--- src/exu_settings.svh ---
`ifndef EXU_SETTINGS_SVH
`define EXU_SETTINGS_SVH

// Operand and result width
`define EXU_DATA_W 32

// Register number width, r0 to r15
`define EXU_REG_W 4

// Input queue entries, also the credits upstream owns after reset
`define EXU_QUEUE_DEPTH 4

// Results in flight before a credit must come back
`define EXU_OUT_CREDITS 2

`endif

--- src/exu_pkg.sv ---
`default_nettype none

`include "exu_settings.svh"

package exu_pkg;

  // Values follow instruction bits 24:21, the compare slot holds the no-op
  typedef enum logic [3:0] {
    alu_and = 4'h0,
    alu_eor = 4'h1,
    alu_sub = 4'h2,
    alu_rsb = 4'h3,
    alu_add = 4'h4,
    alu_adc = 4'h5,
    alu_sbc = 4'h6,
    alu_rsc = 4'h7,
    alu_nop = 4'h8,
    alu_orr = 4'hc,
    alu_mov = 4'hd,
    alu_bic = 4'he,
    alu_mvn = 4'hf
  } alu_op_e;

  typedef enum logic [3:0] {
    cond_eq, cond_ne, cond_cs, cond_cc,
    cond_mi, cond_pl, cond_vs, cond_vc,
    cond_hi, cond_ls, cond_ge, cond_lt,
    cond_gt, cond_le, cond_al, cond_nv
  } cond_e;

  typedef struct packed {
    logic n;
    logic z;
    logic c;
    logic v;
  } flags_t;

  typedef struct packed {
    logic [31:0]            instr;
    logic [`EXU_DATA_W-1:0] rn_val;
    logic [`EXU_DATA_W-1:0] rm_val;
  } exu_req_t;

endpackage

`default_nettype wire

--- src/exu_op_if.sv ---
`timescale 1ns/1ns
`default_nettype none

`include "exu_settings.svh"

interface exu_op_if;
  import exu_pkg::*;

  logic                   valid;
  alu_op_e                alu_op;
  cond_e                  cond;
  logic                   set_flags;
  logic [`EXU_REG_W-1:0]  rd;
  logic [`EXU_DATA_W-1:0] operand_a;
  logic [`EXU_DATA_W-1:0] operand_b;
  logic                   take; // Execute consumes the held operation

  modport stage (output valid, alu_op, cond, set_flags, rd, operand_a, operand_b,
                 input take);

  modport exec (input valid, alu_op, cond, set_flags, rd, operand_a, operand_b,
                output take);

endinterface

`default_nettype wire

--- src/exu_in_queue.sv ---
`timescale 1ns/1ns
`default_nettype none

`include "exu_settings.svh"

module exu_in_queue (
  input  logic              clk,
  input  logic              i_rst_n,
  input  logic              i_valid,
  input  exu_pkg::exu_req_t i_req,
  input  logic              i_pop,
  output exu_pkg::exu_req_t o_req,
  output logic              o_req_valid,
  output logic              o_credit_return
);
  import exu_pkg::*;

  localparam int DEPTH = `EXU_QUEUE_DEPTH;
  localparam int PTR_W = (DEPTH > 1) ? $clog2(DEPTH) : 1;
  localparam int CNT_W = $clog2(DEPTH + 1);

  exu_req_t           mem [DEPTH];
  logic [PTR_W-1:0]   wr_ptr;
  logic [PTR_W-1:0]   rd_ptr;
  logic [CNT_W-1:0]   count;
  logic               do_pop;

  // Upstream never writes into a full queue while it honors its credits
  assign do_pop      = i_pop && o_req_valid;
  assign o_req_valid = (count != '0);
  assign o_req       = mem[rd_ptr];

  always_ff @(posedge clk) begin
    if (i_valid) mem[wr_ptr] <= i_req;
  end

  always_ff @(posedge clk) begin
    if (!i_rst_n) begin
      wr_ptr          <= '0;
      rd_ptr          <= '0;
      count           <= '0;
      o_credit_return <= 1'b0;
    end else begin
      if (i_valid) wr_ptr <= (wr_ptr == PTR_W'(DEPTH - 1)) ? '0 : wr_ptr + 1'b1;
      if (do_pop) rd_ptr <= (rd_ptr == PTR_W'(DEPTH - 1)) ? '0 : rd_ptr + 1'b1;
      if (i_valid && !do_pop) begin
        count <= count + 1'b1;
      end else if (!i_valid && do_pop) begin
        count <= count - 1'b1;
      end
      o_credit_return <= do_pop; // One credit back per popped entry
    end
  end

endmodule

`default_nettype wire

--- src/exu_decode.sv ---
`timescale 1ns/1ns
`default_nettype none

`include "exu_settings.svh"

module exu_decode (
  input  logic              clk,
  input  logic              i_rst_n,
  input  exu_pkg::exu_req_t i_req,
  input  logic              i_req_valid,
  output logic              o_pop,
  exu_op_if.stage           op
);
  import exu_pkg::*;

  localparam int W = `EXU_DATA_W;

  logic [31:0]  instr;
  alu_op_e      dec_op;
  logic [W-1:0] dec_b;
  logic         load_en;

  function automatic logic [W-1:0] ror(input logic [W-1:0] val, input logic [4:0] amt);
    if (amt == '0) return val;
    return (val >> amt) | (val << (W - int'(amt)));
  endfunction

  // Amount zero leaves Rm untouched for every shift type
  function automatic logic [W-1:0] shift_imm(input logic [W-1:0] val,
                                             input logic [1:0]   kind,
                                             input logic [4:0]   amt);
    if (amt == '0) return val;
    case (kind)
      2'b00:   return val << amt;            // LSL
      2'b01:   return val >> amt;            // LSR
      2'b10:   return $signed(val) >>> amt;  // ASR
      default: return ror(val, amt);
    endcase
  endfunction

  assign instr = i_req.instr;

  always_comb begin
    dec_op = alu_nop;
    dec_b  = i_req.rm_val;
    // Data processing only, compares and the all-zero word fall to the no-op
    if (instr[27:26] == 2'b00 && instr[24:23] != 2'b10 && instr != '0) begin
      if (instr[25]) begin
        dec_op = alu_op_e'(instr[24:21]);
        dec_b  = ror(W'(instr[7:0]), {instr[11:8], 1'b0});
      end else if (!instr[4]) begin
        dec_op = alu_op_e'(instr[24:21]);
        dec_b  = shift_imm(i_req.rm_val, instr[6:5], instr[11:7]);
      end
    end
  end

  // Stage register refills when empty or when execute takes the current one
  assign load_en = !op.valid || op.take;
  assign o_pop   = i_req_valid && load_en;

  always_ff @(posedge clk) begin
    if (!i_rst_n) begin
      op.valid <= 1'b0;
    end else if (load_en) begin
      op.valid <= i_req_valid;
    end
  end

  always_ff @(posedge clk) begin
    if (load_en) begin
      op.alu_op    <= dec_op;
      op.cond      <= cond_e'(instr[31:28]);
      op.set_flags <= instr[20] && (dec_op != alu_nop);
      op.rd        <= instr[15:12];
      op.operand_a <= i_req.rn_val;
      op.operand_b <= dec_b;
    end
  end

endmodule

`default_nettype wire

--- src/exu_alu.sv ---
`timescale 1ns/1ns
`default_nettype none

`include "exu_settings.svh"

module exu_alu (
  input  exu_pkg::alu_op_e        i_op,
  input  logic [`EXU_DATA_W-1:0]  i_a,
  input  logic [`EXU_DATA_W-1:0]  i_b,
  input  logic                    i_carry,
  output logic [`EXU_DATA_W-1:0]  o_result,
  output exu_pkg::flags_t         o_flags
);
  import exu_pkg::*;

  localparam int W = `EXU_DATA_W;

  logic [W-1:0] add_x;
  logic [W-1:0] add_y;
  logic         add_cin;
  logic [W:0]   sum;
  logic         is_arith;
  logic         overflow;

  // All six arithmetic ops share one adder, subtraction as x + ~y + cin
  always_comb begin
    add_x   = i_a;
    add_y   = i_b;
    add_cin = 1'b0;
    case (i_op)
      alu_adc: add_cin = i_carry;
      alu_sub: begin
        add_y   = ~i_b;
        add_cin = 1'b1;
      end
      alu_sbc: begin
        add_y   = ~i_b;
        add_cin = i_carry;    // Borrow is the inverted carry
      end
      alu_rsb: begin
        add_x   = i_b;
        add_y   = ~i_a;
        add_cin = 1'b1;
      end
      alu_rsc: begin
        add_x   = i_b;
        add_y   = ~i_a;
        add_cin = i_carry;
      end
      default: ;
    endcase
  end

  assign sum      = {1'b0, add_x} + {1'b0, add_y} + {{W{1'b0}}, add_cin};
  assign is_arith = i_op inside {alu_add, alu_adc, alu_sub, alu_sbc, alu_rsb, alu_rsc};
  assign overflow = (add_x[W-1] == add_y[W-1]) && (sum[W-1] != add_x[W-1]);

  always_comb begin
    case (i_op)
      alu_and: o_result = i_a & i_b;
      alu_eor: o_result = i_a ^ i_b;
      alu_orr: o_result = i_a | i_b;
      alu_mov: o_result = i_b;
      alu_bic: o_result = i_a & ~i_b;
      alu_mvn: o_result = ~i_b;
      alu_nop: o_result = '0;
      default: o_result = sum[W-1:0];
    endcase
  end

  always_comb begin
    o_flags.n = o_result[W-1];
    o_flags.z = (o_result == '0);
    o_flags.c = is_arith && sum[W]; // Logic ops clear C and V
    o_flags.v = is_arith && overflow;
  end

endmodule

`default_nettype wire

--- src/exu_psr_cond.sv ---
`timescale 1ns/1ns
`default_nettype none

module exu_psr_cond (
  input  logic             clk,
  input  logic             i_rst_n,
  input  exu_pkg::cond_e   i_cond,
  input  exu_pkg::flags_t  i_new_flags,
  input  logic             i_update,
  output exu_pkg::flags_t  o_flags,
  output logic             o_carry,
  output logic             o_cond_pass
);
  import exu_pkg::*;

  flags_t psr;

  always_ff @(posedge clk) begin
    if (!i_rst_n) begin
      psr <= '0;
    end else if (i_update) begin
      psr <= i_new_flags;
    end
  end

  assign o_flags = psr;
  assign o_carry = psr.c;

  always_comb begin
    case (i_cond)
      cond_eq: o_cond_pass = psr.z;
      cond_ne: o_cond_pass = !psr.z;
      cond_cs: o_cond_pass = psr.c;
      cond_cc: o_cond_pass = !psr.c;
      cond_mi: o_cond_pass = psr.n;
      cond_pl: o_cond_pass = !psr.n;
      cond_vs: o_cond_pass = psr.v;
      cond_vc: o_cond_pass = !psr.v;
      cond_hi: o_cond_pass = psr.c && !psr.z;  // Unsigned higher
      cond_ls: o_cond_pass = !psr.c || psr.z;
      cond_ge: o_cond_pass = (psr.n == psr.v);
      cond_lt: o_cond_pass = (psr.n != psr.v);
      cond_gt: o_cond_pass = !psr.z && (psr.n == psr.v);
      cond_le: o_cond_pass = psr.z || (psr.n != psr.v);
      cond_al: o_cond_pass = 1'b1;
      default: o_cond_pass = 1'b0;             // NV
    endcase
  end

endmodule

`default_nettype wire

--- src/exu_out_port.sv ---
`timescale 1ns/1ns
`default_nettype none

`include "exu_settings.svh"

module exu_out_port (
  input  logic                    clk,
  input  logic                    i_rst_n,
  input  logic [`EXU_DATA_W-1:0]  i_result,
  input  exu_pkg::flags_t         i_new_flags,
  input  logic                    i_cond_pass,
  input  logic                    i_res_credit,
  output logic                    o_flag_update,
  output logic                    o_res_valid,
  output logic                    o_res_write,
  output logic [`EXU_REG_W-1:0]   o_res_rd,
  output logic [`EXU_DATA_W-1:0]  o_res_data,
  output exu_pkg::flags_t         o_res_flags,
  exu_op_if.exec                  op
);
  import exu_pkg::*;

  localparam int CNT_W = $clog2(`EXU_OUT_CREDITS + 1);

  logic [CNT_W-1:0] credit_cnt;
  logic             active;

  // The only place where an operation is taken
  assign op.take = op.valid && (credit_cnt != '0);

  assign active        = i_cond_pass && (op.alu_op != alu_nop);
  assign o_flag_update = op.take && active && op.set_flags;

  always_ff @(posedge clk) begin
    if (!i_rst_n) begin
      credit_cnt  <= CNT_W'(`EXU_OUT_CREDITS);
      o_res_valid <= 1'b0;
    end else begin
      if (op.take && !i_res_credit) begin
        credit_cnt <= credit_cnt - 1'b1;
      end else if (!op.take && i_res_credit) begin
        credit_cnt <= credit_cnt + 1'b1;
      end
      o_res_valid <= op.take;
    end
  end

  always_ff @(posedge clk) begin
    if (op.take) begin
      o_res_write <= active;
      o_res_rd    <= op.rd;
      o_res_data  <= i_result;
      o_res_flags <= i_new_flags; // Flags as they stand after this instruction
    end
  end

endmodule

`default_nettype wire

--- src/exu_top.sv ---
`timescale 1ns/1ns
`default_nettype none

`include "exu_settings.svh"

module exu_top (
  input  logic                    clk,
  input  logic                    i_rst_n,
  input  logic                    i_valid,
  input  logic [31:0]             i_instr,
  input  logic [`EXU_DATA_W-1:0]  i_rn_val,
  input  logic [`EXU_DATA_W-1:0]  i_rm_val,
  input  logic                    i_res_credit,
  output logic                    o_credit_return,
  output logic                    o_res_valid,
  output logic                    o_res_write,
  output logic [`EXU_REG_W-1:0]   o_res_rd,
  output logic [`EXU_DATA_W-1:0]  o_res_data,
  output logic [3:0]              o_res_flags
);
  import exu_pkg::*;

  exu_req_t               in_req;
  exu_req_t               q_req;
  logic                   q_valid;
  logic                   pop;
  logic [`EXU_DATA_W-1:0] alu_result;
  flags_t                 alu_flags;
  flags_t                 psr_flags;
  flags_t                 flags_after;
  logic                   carry;
  logic                   cond_pass;
  logic                   flag_update;

  exu_op_if op_bus ();

  assign in_req = '{instr: i_instr, rn_val: i_rn_val, rm_val: i_rm_val};

  // Held flags pass through unless this operation sets them
  assign flags_after = flag_update ? alu_flags : psr_flags;

  exu_in_queue u_queue (
    .clk(clk), .i_rst_n(i_rst_n), .i_valid(i_valid), .i_req(in_req), .i_pop(pop),
    .o_req(q_req), .o_req_valid(q_valid), .o_credit_return(o_credit_return)
  );

  exu_decode u_decode (
    .clk(clk), .i_rst_n(i_rst_n), .i_req(q_req), .i_req_valid(q_valid),
    .o_pop(pop), .op(op_bus.stage)
  );

  exu_alu u_alu (
    .i_op(op_bus.alu_op), .i_a(op_bus.operand_a), .i_b(op_bus.operand_b),
    .i_carry(carry), .o_result(alu_result), .o_flags(alu_flags)
  );

  exu_psr_cond u_psr (
    .clk(clk), .i_rst_n(i_rst_n), .i_cond(op_bus.cond), .i_new_flags(alu_flags),
    .i_update(flag_update), .o_flags(psr_flags), .o_carry(carry), .o_cond_pass(cond_pass)
  );

  exu_out_port u_out (
    .clk(clk), .i_rst_n(i_rst_n), .i_result(alu_result), .i_new_flags(flags_after),
    .i_cond_pass(cond_pass), .i_res_credit(i_res_credit), .o_flag_update(flag_update),
    .o_res_valid(o_res_valid), .o_res_write(o_res_write), .o_res_rd(o_res_rd),
    .o_res_data(o_res_data), .o_res_flags(o_res_flags), .op(op_bus.exec)
  );

endmodule

`default_nettype wire

--- config.mk ---
export PLATFORM = sky130hd
export DESIGN_NAME = exu_top
export DESIGN_NICKNAME = d
export VERILOG_FILES = /design/src/exu_pkg.sv /design/src/exu_op_if.sv /design/src/exu_in_queue.sv /design/src/exu_decode.sv /design/src/exu_alu.sv /design/src/exu_psr_cond.sv /design/src/exu_out_port.sv /design/src/exu_top.sv
export VERILOG_INCLUDE_DIRS = /design/src
export SDC_FILE = /design/constraint.sdc
export NUM_CORES = 1
export LEC_CHECK = 0
export BUFFER_PORTS_ARGS = -buffer_cell sky130_fd_sc_hd__buf_2
export CAP_MARGIN = 20
export CORE_ASPECT_RATIO = 0.5
export CORE_UTILIZATION = 35
export DETAILED_ROUTE_END_ITERATION = 16
export GPL_ROUTABILITY_DRIVEN = 0
export PLACE_DENSITY = 0.47
export SLEW_MARGIN = 20
export SYNTH_ARGS = -nofsm -noshare
export SYNTH_HDL_FRONTEND = slang
export SYNTH_HIERARCHICAL = 1
export SYNTH_SLANG_ARGS = --single-unit
export TNS_END_PERCENT = 1
--- constraint.sdc ---
create_clock -name clk -period 8.6 [get_ports clk]
set_clock_uncertainty 0.1 [all_clocks]
set_input_delay 1.72 -clock clk [delete_from_list [all_inputs] [get_ports clk]]
set_output_delay 1.72 -clock clk [all_outputs]
set_load 0.02 [all_outputs]
==> qor.csv, run 1 <==
metric,value,unit
outcome,finished clean,
Die Wd,428.3,um
initial antenna violation count,13,
CTS Buf Count,50,
Core ar.,89120,um^2
vias,24450,
PD cells,436.4,nW/um^2
TNS Setup,0,ns
pin count of the biggest net entering global routing,74,
root buf cell,clkbuf_16,
Post-DP HPWL,75580,um
maximum clock frequency,170.3,MHz
clk slew on worst S/H paths,0.06,ns
Yosys top cell by area,edfxtp_1,
Mapped Avg Cell Area,11.53,um^2
total setup buffers inserted after CTS,0,
CTS Sinks,520,
ranking of synthesized cells by area,"edfxtp_1, mux4_2, o21ai_0",
CTS tree,yes,
final setup vio count,0,
Required @ worst endpoint,8.84,ns
combinational power share,60.7,%
PnR worst setup slack,2.729,ns
# rows,77,
final hold violation count,0,
XOR/XNOR Fraction of Synth Area,1.570,%
Sequential Power Share,25.1,%
final antenna-violating net count,0,
warnings from Yosys,6,
crit path DAT,6.11,ns
# fillers,8538,
WL final,108000,um
vias in the first global route,22870,
final slew viol count,0,
distinct cell type count after synthesis,104,
Die Area,92150,um^2
Async SR Flop Fraction,0,%
maximum capacitance violations,0,
post-synthesis sequential area ratio,48.53,%
largest family of logic cells by synthesized area,multiplexers,
number of DRC markers in iteration 0,3489,
global route overflow,0,
startpoint types,flip-flop,
Leak,12.24,nW
drt pass-1 iters,11,
num ports,143,
DIE HEIGHT,215.2,um
overall power,15.27,mW
Tmin final,5.871,ns
Psw,7.449,mW
multiplexer share of the synthesized area,16.46,%
clock network power share,14.1,%
simple-gate share of the synthesized area,10.52,%
Area Overhead vs Synth,10.06,%
Sw Ratio,48.77,%
Post-CTS Resized,0,
first-pass GRT wire length,159100,um
internal power,7.824,mW
GRT Util Overall,22.91,%
# diodes,0,
Cells after Synth,2758,
slew margin rel.,23.99,%
Compound-Gate Fraction of Synth Area,15.29,%
PortBufs,142,
worst-path fanout max,51,
post-synth top area share,47.40,%
CTS Hold Buffers Added,0,
number of synthesized flops with an enable pin,502,
Finished Cell Area,35000,um^2
Worst-Margin Slew,1.128,ns
placed instance area,33390,um^2
pre-CTS setup slack,2.706,ns
"Primary FF master, synth",edfxtp_1,
peak supply drop,0.1911,mV
"Net Count, Synth",2935,
Final Util,39.28,%
clock latency at the later pin of the worst-skew pair,0.63,ns
Synth Area in Adders,3.100,%
layout cell share with drive strength beyond 1,18.83,%
Seq cells post-synth,520,
final net count,2947,
Longest Clk Path Bufs,3,
RSZ-0062 raised after global routing,no,
Via density,6.122,
WL/cell,27.03,um
Hold Crit Start,u_decode/op.rd[0]$_DFFE_PN_,
CP Capture Type,flip-flop,
Hold Path Class,flip-flop to flip-flop,
period utilization,68.27,%
H-Tree Depth,2,
crit path kind,flip-flop to flip-flop,
Starting Density,35.69,%
mapped cell area,31800,um^2
# DRC,0,
cell usage after synthesis, drive strengths merged, types with 17 or more instances:
master	instances
edfxtp	502
nand2	286
o21ai	231
mux4	165
nor2	153
clkbuf	142
a21oi	133
mux2i	99
inv	95
buf	92
ha	74
nand3	67
mux2	47
a31oi	46
nor3	43
o22ai	42
xnor2	32
o211ai	30
a211oi	26
xor2	25
nor2b	24
a21o	22
a22oi	22
and2	21
dfxtp	18
nand2b	18
and3	17
o221ai	17
registers in the layout, indices dropped and copies added, names as in the netlist, named ones only:
register	flops
u_queue/mem	384
u_decode/op.operand_a	32
u_decode/op.operand_b	32
u_out/o_res_data	32
u_decode/op.alu_op	4
u_decode/op.cond	4
u_decode/op.rd	4
u_out/o_res_flags	4
u_out/o_res_rd	4
u_psr/o_flags	3
u_queue/count	3
u_out/credit_cnt	2
u_queue/rd_ptr	2
u_queue/wr_ptr	2
u_decode/op.set_flags	1
u_decode/op.valid	1
u_out/o_res_valid	1
u_out/o_res_write	1
u_psr/o_carry	1
u_queue/o_credit_return	1
placed cells by master, fill, tap and decap left out, types with 66 or more instances in the layout:
cell      instances
a21oi_1         130
nor2_1          152
edfxtp_1        502
buf_2           142
mux4_2          163
mux2i_1          99
inv_1            89
ha_1             73
nand2_1         285
nand3_1          66
o21ai_0         218
power groups by stage:
stage | clock network, mW | logic [mW] | registers (mW)
6_report | 2.16 | 9.27 | 3.84
2_1_floorplan | 0 | 6.24 | 3.77
4_1_cts | 2.23 | 8.97 | 3.84
5_1_grt | 2.32 | 9.87 | 3.88
3_3_place_gp | 0 | 8.95 | 3.90
3_5_place_dp | 0 | 8.93 | 3.89
final timing paths:
kind                                                            end  slack (ns)  cells past startpoint
worst max register to register  u_decode/op.operand_b[26]$_DFFE_PN_        2.73                     11
worst min-delay path                    u_out/o_res_rd[0]$_DFFE_PP_        0.32                      0
worst max-delay path            u_decode/op.operand_b[26]$_DFFE_PN_        2.73                     11
worst min register to register          u_out/o_res_rd[0]$_DFFE_PP_        0.32                      0
critical path: stages (launching register included):
cell and delay (ns):
dfxtp_4 0.57, mux4_4 1.04, inv_2 0.11, buf_4 0.62, ha_2 0.47, buf_4 0.49
inv_1 0.23, and3_1 0.22, o21ai_0 0.39, mux2i_1 0.19, a2111oi_1 0.93, o31ai_1 0.14
layer usage:
metal | GRT usage, % | vias up | wire length, um
met2 | 32.95 | 1283 | 45030
met1 | 33.82 | 12120 | 49140
met4 | 6.343 | 18 | 3313
met3 | 5.856 | 260 | 10310
li1 | - | 10770 | -
met5 | 0 | - | 167
logic make-up after synthesis:
group / count (synthesis)
AO/OA/AOI/OAI: 744
XOR/XNOR: 57
adder cells (fa/ha/maj): 77
buffers and inverters: 332
flip-flops: 520
multiplexers: 311
AND/OR/NAND/NOR: 717
cell type report:
type | instances | area, um^2 | share of cell area [%]
Sequential cell | 520 | 15440 | 44.12
Clock inverter | 24 | 217.7 | 0.6220
Tap cell | 1185 | 1483 | 4.236
Multi-Input combinational cell | 1906 | 15000 | 42.87
Timing Repair Buffer | 194 | 1121 | 3.203
Inverter | 98 | 367.9 | 1.051
Clock buffer | 67 | 1366 | 3.903
per-stage QoR:
step           hold WS (ns)  instances
2_1_floorplan        0.3003       2758
3_3_place_gp         0.3057       3902
3_5_place_dp         0.3090       3902
4_1_cts              0.3265       3993
5_1_grt              0.3368       3994
6_report             0.3232       3994
No activity file was read; power rests on OpenSTA's default activity.
==> run 2: changes to the inputs <==
--- a/config.mk
+++ b/config.mk
@@ -6,13 +6,14 @@
 export SDC_FILE = /design/constraint.sdc
 export NUM_CORES = 1
 export LEC_CHECK = 0
+export ABC_AREA = 1
 export BUFFER_PORTS_ARGS = -buffer_cell sky130_fd_sc_hd__buf_2
 export CAP_MARGIN = 20
 export CORE_ASPECT_RATIO = 0.5
 export CORE_UTILIZATION = 35
 export DETAILED_ROUTE_END_ITERATION = 16
 export GPL_ROUTABILITY_DRIVEN = 0
-export PLACE_DENSITY = 0.47
+export PLACE_DENSITY = 0.49
 export SLEW_MARGIN = 20
 export SYNTH_ARGS = -nofsm -noshare
 export SYNTH_HDL_FRONTEND = slang
==> constraint.sdc (replaced) <==
create_clock -name clk -period 4.92 [get_ports clk]
set_clock_uncertainty 0.1 [all_clocks]
set_input_delay 0.984 -clock clk [delete_from_list [all_inputs] [get_ports clk]]
set_output_delay 0.984 -clock clk [all_outputs]
set_load 0.02 [all_outputs]
==> run 2 against run 1 <==
Via count is 19% higher. Power grew 77%. Register-to-register slack got worse by 2.3 ns. Area after synthesis barely moved. Highest routed layer unchanged.
==> qor.csv, run 2 <==
metric,value,unit,change
num ports,143,,unchanged
CTS tree,yes,,unchanged
clock latency at the later pin of the worst-skew pair,0.65,ns,was 0.63 ns
register area,15440,um^2,unchanged
Post-synth top cells,"nand2_1, nand3_1, edfxtp_1, nor2_1, inv_1",,"was edfxtp_1, nand2_1, o21ai_0, mux4_2, nor2_1"
Required @ worst endpoint,5.34,ns,was 8.84 ns
Post-CTS Resized,0,,unchanged
max FFs per register,384,,unchanged
final slew viol count,0,,unchanged
Biggest register,u_queue/mem,,unchanged
first-pass GRT wire length,170200,um,was 159100 um
number of DRC markers in iteration 0,3370,,was 3489
Die Wd,428.2,um,was 428.3 um
CTS Hold Buffers Added,0,,unchanged
worst-path fanout max,60,,was 51
vias,29170,,was 24450
H-Tree Depth,2,,unchanged
Mapped Avg Cell Area,8.136,um^2,was 11.53 um^2
DIE HEIGHT,215.1,um,was 215.2 um
PortBufs,142,,unchanged
footprint of the multi-input gates,14110,um^2,was 15000 um^2
Via density,5.585,,was 6.122
pin count of the biggest net entering global routing,105,,was 74
warnings from Yosys,6,,unchanged
crit path DAT,4.87,ns,was 6.11 ns
RSZ-0062 raised after global routing,no,,unchanged
period utilization,90.39,%,was 68.27%
"commonest non-fill, non-tap cell in the layout",nand2_1,,was edfxtp_1
Yosys top cell by area,edfxtp_1,,unchanged
most frequent cells in the layout,"nand2_1, nand3_1, edfxtp_1, nor2_1, inv_1",,"was edfxtp_1, nand2_1, o21ai_0, mux4_2, nor2_1"
total setup buffers inserted after CTS,0,,unchanged
Area Overhead vs Synth,11.30,%,was 10.06%
vias in the first global route,26370,,was 22870
Async SR Flop Fraction,0,%,unchanged
peak supply drop,0.3237,mV,was 0.1911 mV
mapped cell area,31790,um^2,was 31800 um^2
Tmin final,4.447,ns,was 5.871 ns
GRT Util Overall,24.31,%,was 22.91%
initial antenna violation count,5,,was 13
CP Capture Type,flip-flop,,unchanged
final setup vio count,0,,unchanged
TNS Setup,0,ns,unchanged
most frequent cell after synthesis,nand2_1,,was edfxtp_1
"Primary FF master, synth",edfxtp_1,,unchanged
Longest Clk Path Bufs,3,,unchanged
post-synthesis sequential area ratio,48.55,%,was 48.53%
"Net Count, Synth",4085,,was 2935
final hold violation count,0,,unchanged
drt pass-1 iters,9,,was 11
slew margin rel.,27.72,%,was 23.99%
CTS Sinks,520,,unchanged
final antenna-violating net count,0,,unchanged
Hold Path Class,flip-flop to flip-flop,,unchanged
# rows,77,,unchanged
Worst-Margin Slew,1.084,ns,was 1.128 ns
placed instance area,33760,um^2,was 33390 um^2
post-synth top area share,47.41,%,was 47.40%
outcome,finished clean,,unchanged
crit path kind,flip-flop to flip-flop,,unchanged
distinct cell type count after synthesis,64,,was 104
maximum clock frequency,224.9,MHz,was 170.3 MHz
Leak,14.40,nW,was 12.24 nW
Die Area,92120,um^2,was 92150 um^2
CTS Buf Count,50,,unchanged
WL final,116000,um,was 108000 um
PD cells,764.5,nW/um^2,was 436.4 nW/um^2
Cells after Synth,3908,,was 2758
clk slew on worst S/H paths,0.07,ns,was 0.06 ns
pre-CTS setup slack,0.5240,ns,was 2.706 ns
maximum capacitance violations,0,,unchanged
root buf cell,clkbuf_16,,unchanged
PnR worst setup slack,0.4729,ns,was 2.729 ns
Core ar.,89120,um^2,unchanged
final net count,4175,,was 2947
Starting Density,35.68,%,was 35.69%
# fillers,9105,,was 8538
# DRC,0,,unchanged
Finished Cell Area,35390,um^2,was 35000 um^2
layout cell share with drive strength beyond 1,9.985,%,was 18.83%
WL/cell,22.20,um,was 27.03 um
Seq cells post-synth,520,,unchanged
ranking of synthesized cells by area,"edfxtp_1, nand2_1, nand3_1",,"was edfxtp_1, mux4_2, o21ai_0"
global route overflow,0,,unchanged
startpoint types,flip-flop,,unchanged
Post-DP HPWL,83200,um,was 75580 um
number of synthesized flops with an enable pin,502,,unchanged
-- run 2: cell count changes in the layout (fill, tap and decap cells not counted), sizes merged, moves of 31 or more --
cell / previous run / this run
nand2: 286 / 1007
nand3: 67 / 528
nor2: 153 / 427
inv: 99 / 318
mux4: 165 / 0
o21ai: 231 / 386
mux2i: 99 / 0
o22ai: 42 / 102
mux2: 47 / 0
buf: 194 / 236
a31oi: 46 / 5
xnor2: 32 / 1
-- run 2: routing by layer --
metal  wire (um)  global-route usage, %  up-vias
met1       51940                  34.99    13910
met4        3353                  6.823        4
li1            -                      -    13670
met5          22                      0        -
met2       49370                  36.02     1356
met3       11280                  5.960      230
-- run 2: cell type report --
class / instances / share of cell area [%]
antenna: 3 / 0.02121
clock buffer: 58 / 3.649
sequential: 520 / 43.64
timing repair buffer: 236 / 4.285
clock inverter: 32 / 0.9193
inverter: 315 / 3.423
tap: 1185 / 4.190
multi-input combinational: 2875 / 39.87
-- run 2: logic make-up (layout without fill, tap and decap cells) --
family / after synthesis / count (layout) / share of synthesized area, %
fa+ha+maj: 77 / 77 / 3.101
xor+xnor: 10 / 10 / 0.2991
buf+inv: 513 / 641 / 7.402
other cells: 0 / 3 / 0
simple gates: 2078 / 2078 / 28.09
flops: 520 / 520 / 48.55
compound gates: 710 / 710 / 12.57
-- run 2: critical path: stages (launching register included) --
cell and delay (ns):
edfxtp_1 0.57, nor2_4 0.22, buf_4 0.49, o21ai_0 0.27, ha_1 0.42, nand2_1 0.18, nor2_1 0.20, nand3_1 0.16
nand3_1 0.25, nand2_1 0.08, nand2_1 0.09, nand2_1 0.05, nand2_1 0.05, o21ai_0 0.19, nor2_1 0.15, nand2_1 0.10
nor2_1 0.28, nand2_1 0.11, nor2_2 0.18, nand2_1 0.08, nand2_1 0.08
-- run 2: path summary, 6_finish.rpt --
check,start,to,slack [ns],cells after the start
max,u_decode/op.alu_op[3]$_DFFE_PN_,u_out/o_res_flags[2]$_DFFE_PP_,0.47,20
min,u_decode/op.rd[2]$_DFFE_PN_,u_out/o_res_rd[2]$_DFFE_PP_,0.32,0
max reg2reg,u_decode/op.alu_op[3]$_DFFE_PN_,u_out/o_res_flags[2]$_DFFE_PP_,0.47,20
min reg2reg,u_decode/op.rd[2]$_DFFE_PN_,u_out/o_res_rd[2]$_DFFE_PP_,0.32,0
-- run 2: per-stage QoR --
stage | total power [mW] | utilization (%) | instances | hold WS (ns)
floorplan | 17.24 | - | 3908 | 0.3003
global placement | 22.73 | 37.88 | 5131 | 0.3005
detailed placement | 22.70 | 37.89 | 5131 | 0.3045
CTS | 26.64 | 39.70 | 5221 | 0.3202
global route | 28.73 | 39.70 | 5221 | 0.3208
finish | 27.05 | 39.71 | 5224 | 0.3180
-- run 2: power breakdown --
group | internal [mW] | leakage [nW] | total (mW) | switching [mW]
clock network | 2.07 | 0.778 | 3.85 | 1.78
logic | 4.60 | 8.77 | 16.7 | 12.1
registers | 5.91 | 4.86 | 6.46 | 0.549
total | 12.6 | 14.4 | 27.1 | 14.5
